===== src/hdl/conv_acc_pkg.sv =====
package conv_acc_pkg;

  localparam int DATA_W = 32;
  localparam int ADDR_W = 32;
  localparam int LANES  = 4;
  localparam int LANE_W = DATA_W / LANES;

  typedef logic signed [LANE_W-1:0] weight_t;

  // strobes coming from the AXI slave side
  typedef struct packed {
    logic              cs;
    logic              oe;
    logic              ar_hs;
    logic              aw_hs;
    logic              w_hs;
    logic              rd_fin;
    logic              wr_fin;
    logic [ADDR_W-1:0] addr;
    logic [DATA_W-1:0] wdata;
  } host_req_t;

  // one request toward the parameter SRAM, addr is a word index
  typedef struct packed {
    logic              cs;
    logic              oe;
    logic              we;
    logic [ADDR_W-1:0] addr;
    logic [DATA_W-1:0] wdata;
  } sram_port_t;

  // a parameter word as stored, or as four weights
  // lane 0 sits in the low byte
  typedef union packed {
    logic [DATA_W-1:0]   raw;
    weight_t [LANES-1:0] lane;
  } param_word_u;

endpackage


===== src/hdl/param_sram.sv =====
`timescale 1ns/100ps

module param_sram
  import conv_acc_pkg::*;
#(
  parameter int PARAM_DEPTH = 8
) (
  input  logic              clk,
  input  sram_port_t        req_i,
  output logic [DATA_W-1:0] rdata_o
);

  localparam int IDX_W = (PARAM_DEPTH > 1) ? $clog2(PARAM_DEPTH) : 1;

  param_word_u      mem [PARAM_DEPTH];
  logic [IDX_W-1:0] idx;

  assign idx = req_i.addr[IDX_W-1:0];

  always_ff @(posedge clk) begin
    if (req_i.cs && req_i.we) begin
      mem[idx].raw <= req_i.wdata;
    end
  end

  // one cycle read latency, output holds between reads
  always_ff @(posedge clk) begin
    if (req_i.cs && req_i.oe) begin
      rdata_o <= mem[idx].raw;
    end
  end

  // upper address bits are dropped above, so callers must stay in range
  a_addr_in_range: assert property (
    @(posedge clk) req_i.cs |-> (req_i.addr < PARAM_DEPTH)
  );

endmodule


===== src/hdl/param_wrapper.sv =====
`timescale 1ns/100ps

module param_wrapper
  import conv_acc_pkg::*;
#(
  parameter int PARAM_DEPTH = 8
) (
  input  logic              clk,
  input  logic              rst,
  // host side
  input  host_req_t         host_i,
  output logic              rvalid_o,
  output logic [DATA_W-1:0] rdata_o,
  // engine side
  input  logic              start_i,
  input  logic              finish_i,
  input  sram_port_t        epu_req_i,
  output logic [DATA_W-1:0] epu_rdata_o,
  // parameter SRAM
  output sram_port_t        mem_req_o,
  input  logic [DATA_W-1:0] mem_rdata_i
);

  localparam int IDX_W = (PARAM_DEPTH > 1) ? $clog2(PARAM_DEPTH) : 1;

  typedef enum logic [1:0] {
    IDLE   = 2'h0,
    EPU_RW = 2'h1,
    HOST_R = 2'h2,
    HOST_W = 2'h3
  } wrap_state_t;

  wrap_state_t       state;
  wrap_state_t       state_nxt;
  logic [ADDR_W-1:0] host_word;

  // byte address to word index using only the bits the depth needs
  assign host_word = ADDR_W'(host_i.addr[IDX_W+1:2]);

  always_ff @(posedge clk or posedge rst) begin
    if (rst) begin
      state <= IDLE;
    end else begin
      state <= state_nxt;
    end
  end

  // fixed priority of start over host read over host write
  always_comb begin
    state_nxt = state;
    case (state)
      IDLE: begin
        if (start_i) begin
          state_nxt = EPU_RW;
        end else if (host_i.ar_hs) begin
          state_nxt = HOST_R;
        end else if (host_i.aw_hs) begin
          state_nxt = HOST_W;
        end
      end
      HOST_R: begin
        if (host_i.rd_fin) begin
          state_nxt = IDLE;
        end
      end
      HOST_W: begin
        if (host_i.wr_fin) begin
          state_nxt = IDLE;
        end
      end
      EPU_RW: begin
        if (finish_i && start_i) begin
          state_nxt = IDLE;
        end
      end
      default: state_nxt = IDLE;
    endcase
  end

  always_comb begin
    mem_req_o   = '0;
    epu_rdata_o = '0;
    rdata_o     = '0;
    rvalid_o    = 1'b0;
    case (state)
      EPU_RW: begin
        mem_req_o   = epu_req_i;
        epu_rdata_o = mem_rdata_i;
      end
      HOST_R: begin
        rvalid_o       = 1'b1;
        rdata_o        = mem_rdata_i;
        mem_req_o.cs   = host_i.cs;
        mem_req_o.oe   = host_i.oe;
        mem_req_o.addr = host_word;
      end
      HOST_W: begin
        mem_req_o.cs    = host_i.cs;
        mem_req_o.we    = host_i.w_hs;
        mem_req_o.addr  = host_word;
        mem_req_o.wdata = host_i.wdata;
      end
      default: begin
        // issue the read early so HOST_R starts with valid data
        if (host_i.ar_hs && !start_i) begin
          mem_req_o.cs   = 1'b1;
          mem_req_o.oe   = 1'b1;
          mem_req_o.addr = host_word;
        end
      end
    endcase
  end

  // only a host write may raise the SRAM write enable
  a_no_write_in_read: assert property (
    @(posedge clk) disable iff (rst) mem_req_o.we |-> (state == HOST_W)
  );

  // engine read data comes back while the engine still owns the port
  a_epu_data_gated: assert property (
    @(posedge clk) disable iff (rst) epu_req_i.cs |=> (state == EPU_RW)
  );

endmodule


===== src/hdl/conv_dot_engine.sv =====
`timescale 1ns/100ps

module conv_dot_engine
  import conv_acc_pkg::*;
#(
  parameter int PARAM_DEPTH = 8
) (
  input  logic                     clk,
  input  logic                     rst,
  input  logic                     start_i,
  input  param_word_u              act_i,
  output sram_port_t               req_o,
  input  param_word_u              rdata_i,
  output logic                     finish_o,
  output logic signed [DATA_W-1:0] result_o
);

  localparam int IDX_W = (PARAM_DEPTH > 1) ? $clog2(PARAM_DEPTH) : 1;
  localparam logic [IDX_W-1:0] LAST_IDX = IDX_W'(PARAM_DEPTH - 1);

  logic                       start_q;
  logic                       start_rise;
  logic                       issuing;
  logic [IDX_W-1:0]           rd_idx;
  logic                       data_vld;
  logic                       data_last;
  logic signed [2*LANE_W-1:0] lane_prod [LANES];
  logic signed [DATA_W-1:0]   word_sum;
  logic signed [DATA_W-1:0]   acc;

  assign start_rise = start_i && !start_q;

  // read issue, one word per cycle
  always_ff @(posedge clk or posedge rst) begin
    if (rst) begin
      start_q <= 1'b0;
      issuing <= 1'b0;
      rd_idx  <= '0;
    end else begin
      start_q <= start_i;
      if (start_rise) begin
        issuing <= 1'b1;
        rd_idx  <= '0;
      end else if (issuing) begin
        rd_idx <= rd_idx + 1'b1;
        if (rd_idx == LAST_IDX) begin
          issuing <= 1'b0;
        end
      end
    end
  end

  always_comb begin
    req_o      = '0;
    req_o.cs   = issuing;
    req_o.oe   = issuing;
    req_o.addr = ADDR_W'(rd_idx);
  end

  // SRAM answers one cycle after the request
  always_ff @(posedge clk or posedge rst) begin
    if (rst) begin
      data_vld  <= 1'b0;
      data_last <= 1'b0;
    end else begin
      data_vld  <= issuing;
      data_last <= issuing && (rd_idx == LAST_IDX);
    end
  end

  // weight times activation, lane by lane
  always_comb begin
    word_sum = '0;
    for (int i = 0; i < LANES; i++) begin
      lane_prod[i] = rdata_i.lane[i] * act_i.lane[i];
      word_sum     = word_sum + lane_prod[i];
    end
  end

  always_ff @(posedge clk or posedge rst) begin
    if (rst) begin
      acc      <= '0;
      finish_o <= 1'b0;
    end else begin
      if (start_rise) begin
        acc <= '0;
      end else if (data_vld) begin
        acc <= acc + word_sum;
      end
      if (!start_i) begin
        finish_o <= 1'b0;
      end else if (data_vld && data_last) begin
        finish_o <= 1'b1;
      end
    end
  end

  assign result_o = acc;

  // nothing may still be in flight once finish is up
  a_finish_after_reads: assert property (
    @(posedge clk) disable iff (rst) finish_o |-> (!issuing && !data_vld)
  );

endmodule


===== src/hdl/conv_param_top.sv =====
`timescale 1ns/100ps

module conv_param_top
  import conv_acc_pkg::*;
#(
  parameter int PARAM_DEPTH = 8
) (
  input  logic                     clk,
  input  logic                     rst,
  // host strobes and read return
  input  host_req_t                host_i,
  output logic                     rvalid_o,
  output logic [DATA_W-1:0]        rdata_o,
  // accelerator control
  input  logic                     epu_start_i,
  input  param_word_u              act_i,
  output logic                     epu_finish_o,
  output logic signed [DATA_W-1:0] result_o
);

  sram_port_t        mem_req;
  logic [DATA_W-1:0] mem_rdata;
  sram_port_t        epu_req;
  param_word_u       epu_rdata;

  param_wrapper #(
    .PARAM_DEPTH(PARAM_DEPTH)
  ) wrapper_i (
    .clk        (clk),
    .rst        (rst),
    .host_i     (host_i),
    .rvalid_o   (rvalid_o),
    .rdata_o    (rdata_o),
    .start_i    (epu_start_i),
    .finish_i   (epu_finish_o),
    .epu_req_i  (epu_req),
    .epu_rdata_o(epu_rdata.raw),
    .mem_req_o  (mem_req),
    .mem_rdata_i(mem_rdata)
  );

  param_sram #(
    .PARAM_DEPTH(PARAM_DEPTH)
  ) sram_i (
    .clk    (clk),
    .req_i  (mem_req),
    .rdata_o(mem_rdata)
  );

  conv_dot_engine #(
    .PARAM_DEPTH(PARAM_DEPTH)
  ) engine_i (
    .clk     (clk),
    .rst     (rst),
    .start_i (epu_start_i),
    .act_i   (act_i),
    .req_o   (epu_req),
    .rdata_i (epu_rdata),
    .finish_o(epu_finish_o),
    .result_o(result_o)
  );

endmodule


===== config.mk =====
export PLATFORM = sky130hd
export DESIGN_NAME = conv_param_top
export DESIGN_NICKNAME = d
export VERILOG_FILES = /design/src/hdl/conv_acc_pkg.sv /design/src/hdl/param_sram.sv /design/src/hdl/param_wrapper.sv /design/src/hdl/conv_dot_engine.sv /design/src/hdl/conv_param_top.sv
export SDC_FILE = /design/constraint.sdc
export NUM_CORES = 1
export LEC_CHECK = 0
export BUFFER_PORTS_ARGS = -buffer_cell sky130_fd_sc_hd__clkbuf_2
export CORE_ASPECT_RATIO = 1.2
export CORE_UTILIZATION = 57
export CTS_CLUSTER_SIZE = 28
export DETAILED_ROUTE_END_ITERATION = 10
export PLACE_DENSITY = 0.86
export SLEW_MARGIN = 15
export SYNTH_ARGS = -nofsm -noshare
export SYNTH_HDL_FRONTEND = slang
export SYNTH_SLANG_ARGS = --single-unit

===== constraint.sdc =====
create_clock -name clk -period 11.9 [get_ports clk]
set_clock_uncertainty 0.1 [all_clocks]
set_input_delay 1.785 -clock clk [delete_from_list [all_inputs] [get_ports clk]]
set_output_delay 1.785 -clock clk [all_outputs]
set_load 0.005 [all_outputs]

==> flow_summary.yaml <==
worst_setup_path:
  r2r_slack_ps: 390
  crit_type: "in2reg"
  reg2reg_to: "engine_i.result_o[26]"
  cp_slowest_cell: "fa_1"
  cp_max_fo: 8
  rr_startpoint: "wrapper_i.state[0]"
  cp_slowest_stage_delay_ps: 560
  crit_path_start: "act_i[8]"
  setup.worst_path.start_class: "input pin"
  reg2reg_depth: 38
  cp.arrival_ps: 11970
  required_ps: 12240
  crit_path_frequent_cell: "fa_1"
  crit_path_end_kind: "flop"
sta:
  max_freq_ghz: 0.0860
  worstMarginPinSlew_ps: 1210
  rsz0062_at_grt: "yes"
  tns_ps: 0
  slew_headroom: 0.190
  hold_viol: 0
  report.final.slew_viol_count: 0
  setup_violations: 0
  period_minus_slack_ps: 11630
  fin_crit_sh: 0.977
global_routing:
  grt_overflow: 0
  grt_util_met1: 0.348
  grt_use_met3: 0.0393
  grt_max_degree: 88
  antenna_found_initial: 2
  grt_pass1_wl_um: 111000
  use_met2: 0.523
  grt_pass1_vias: 21500
  top_usage_layer: "met2"
  grt.total_usage: 0.296
logic_synthesis:
  yosys_warnings: 0
  post-synth-top-area-cell: "edfxtp_1"
  synth_cell_types: 59
  syn_avg_cell_area_um2: 10.7
  synth_ff_type: "edfxtp_1"
  netlist_instances: 2514
  synth_seq_area_share: 0.360
  synth_edf_count: 288
  ys_seq_elements: 330
  synth.top_cells.by_area: "edfxtp_1 32%, fa_1 26%, ha_1 7.0%"
  syn-num-nets: 3121
  syn_area_um2: 27000
  netlist.area_leader.share: 0.321
  async_flop_share: 0.127
clocking:
  cts.path.max_buffers: 3
  clkLatencyLatePin_ps: 580
  root_buffer: "clkbuf_16"
  numClockSinks: 330
  cts_buffers: 31
  hold_buffers: 0
  path_clk_slew_ps: 60
  htreeDepth: 1
  cts_tree: "done"
floorplanning:
  rows: 86
  core_um2: 46300
  die_h_um: 240
  die-width_um: 201
  io_pins: 172
  initial_core_util: 0.583
  dieArea_um2: 48200
cells_and_area:
  syn2layout_area_growth_pct: 14.9
  layout.cells.most_common: "inv_1"
  final_cell_mix: "435 x inv_1, 339 x fa_1, 288 x edfxtp_1"
  drive_gt1_frac: 0.166
  nNetsFinal: 3373
hold_path:
  hold-path-cell-count: 2
  min_from: "engine_i.data_last"
  worst_hold_path_type: "reg2reg"
  hold_path_end: "engine_i.finish_o"
placement:
  hpwl_um: 51800
  place.gp.congestion: 0.937
  portBuffers: 142
route:
  viasPerCell: 5.93
  vias: 20200
  drtPass1Iterations: 5
  drc: 0
  drtIter0Drc: 1863
  routed_wirelength_um: 70600
  routedWlPerCell_um: 20.7
  postRouteAntennaNets: 0
run:
  max_cap_viol_count: 0
status:
  status: "finished clean"
kinds of logic (layout without fill, tap and decap cells):
logic type                 after synthesis  in the layout  share of synthesized area
xor gates and xnor gates                64             64                     0.0208
DFF                                    330            330                      0.360
and+or+nand+nor                        737            737                      0.133
muxes                                   17             17                    0.00631
adders and majority gates              501            501                      0.329
buffers and inverters                  555            829                     0.0783
AOI/OAI and AO/OA                      310            310                     0.0728
other                                    0              3                          0
per-layer routing:
layer	vias to the layer above	part of all wire
met4	0	0.054
li1	8837	-
met3	262	0.079
met2	1045	0.52
met1	10000	0.35
met5	-	0
repair_timing:
action                                  in CTS  in global routing
gates resized for setup                     26                 55
setup buffers                                5                  7
pin swaps                                   36                 57
endpoints found under the setup margin       6                 15
cloned                                       0                  0
synthesized netlist by cell type (6+ instances only):
cell type,count
edfxtp_1,288
a21oi_1,134
fa_1,349
ha_1,152
o221ai_1,9
nor3_1,14
buf_1,18
nand4_1,7
nor2b_1,10
dfrtp_1,42
o21a_1,8
o211ai_1,6
a21o_1,16
and3_1,161
nor4_1,7
and2_1,34
clkbuf_1,72
o21ai_0,36
nand2b_1,7
a221oi_1,6
xnor2_1,45
a22oi_1,15
buf_2,21
nor2_1,58
mux2i_1,17
nand3_1,152
xor2_1,19
a211oi_1,30
nand2_1,273
o22ai_1,13
inv_1,442
area by class of cell:
type	count	area (um2)
Antenna cell	3	7.51
Clock buffer	40	820
Clock inverter	15	195
Fill cell	3312	15300
Inverter	443	1670
Multi-Input combinational cell	1629	15600
Sequential cell	330	9700
Tap cell	616	771
Timing Repair Buffer	331	2190
how the worst max path moves through the flow:
stage | endpoint | depth (start not counted)
after CTS | engine_i.result_o[31] | 40
after global routing | engine_i.result_o[30] | 39
after floorplan | engine_i.result_o[26] | 37
after global placement | engine_i.result_o[26] | 37
after detailed placement | engine_i.result_o[31] | 40
final | engine_i.result_o[26] | 38
metrics by stage:
step / std cells / setup slack, ps / utilization / hold slack [ps] / instance area [um2]
2_1_floorplan: 2514 / 6.04 / - / 252 / 27000
3_3_place_gp: 3336 / -552 / 0.636 / 394 / 29400
3_5_place_dp: 3336 / -689 / 0.636 / 450 / 29400
4_1_cts: 3396 / -13.2 / 0.662 / 464 / 30700
5_1_grt: 3404 / -129 / 0.669 / 486 / 31000
6_report: 3407 / 269 / 0.670 / 456 / 31000
flip-flops by register name, summed over array words and instances (netlist names):
name	cells
sram_i.rdata_o	32
engine_i.result_o	32
engine_i.rd_idx	3
engine_i.data_last	1
engine_i.finish_o	1
engine_i.start_q	1
engine_i.issuing	1
wrapper_i.state	2
sram_i.mem	256
engine_i.data_vld	1
critical path, delay by kind of cell:
family,cells,cell delay [ps]
buffers and inverters,11,1020
AOI/OAI and AO/OA,6,1600
and+or+nand+nor,3,480
adders and majority gates,13,6200
xor gates and xnor gates,5,860
Power is left out: the tool's default activity adds up to more than one toggle a clock period on the data nets, which glitch-free logic cannot reach.
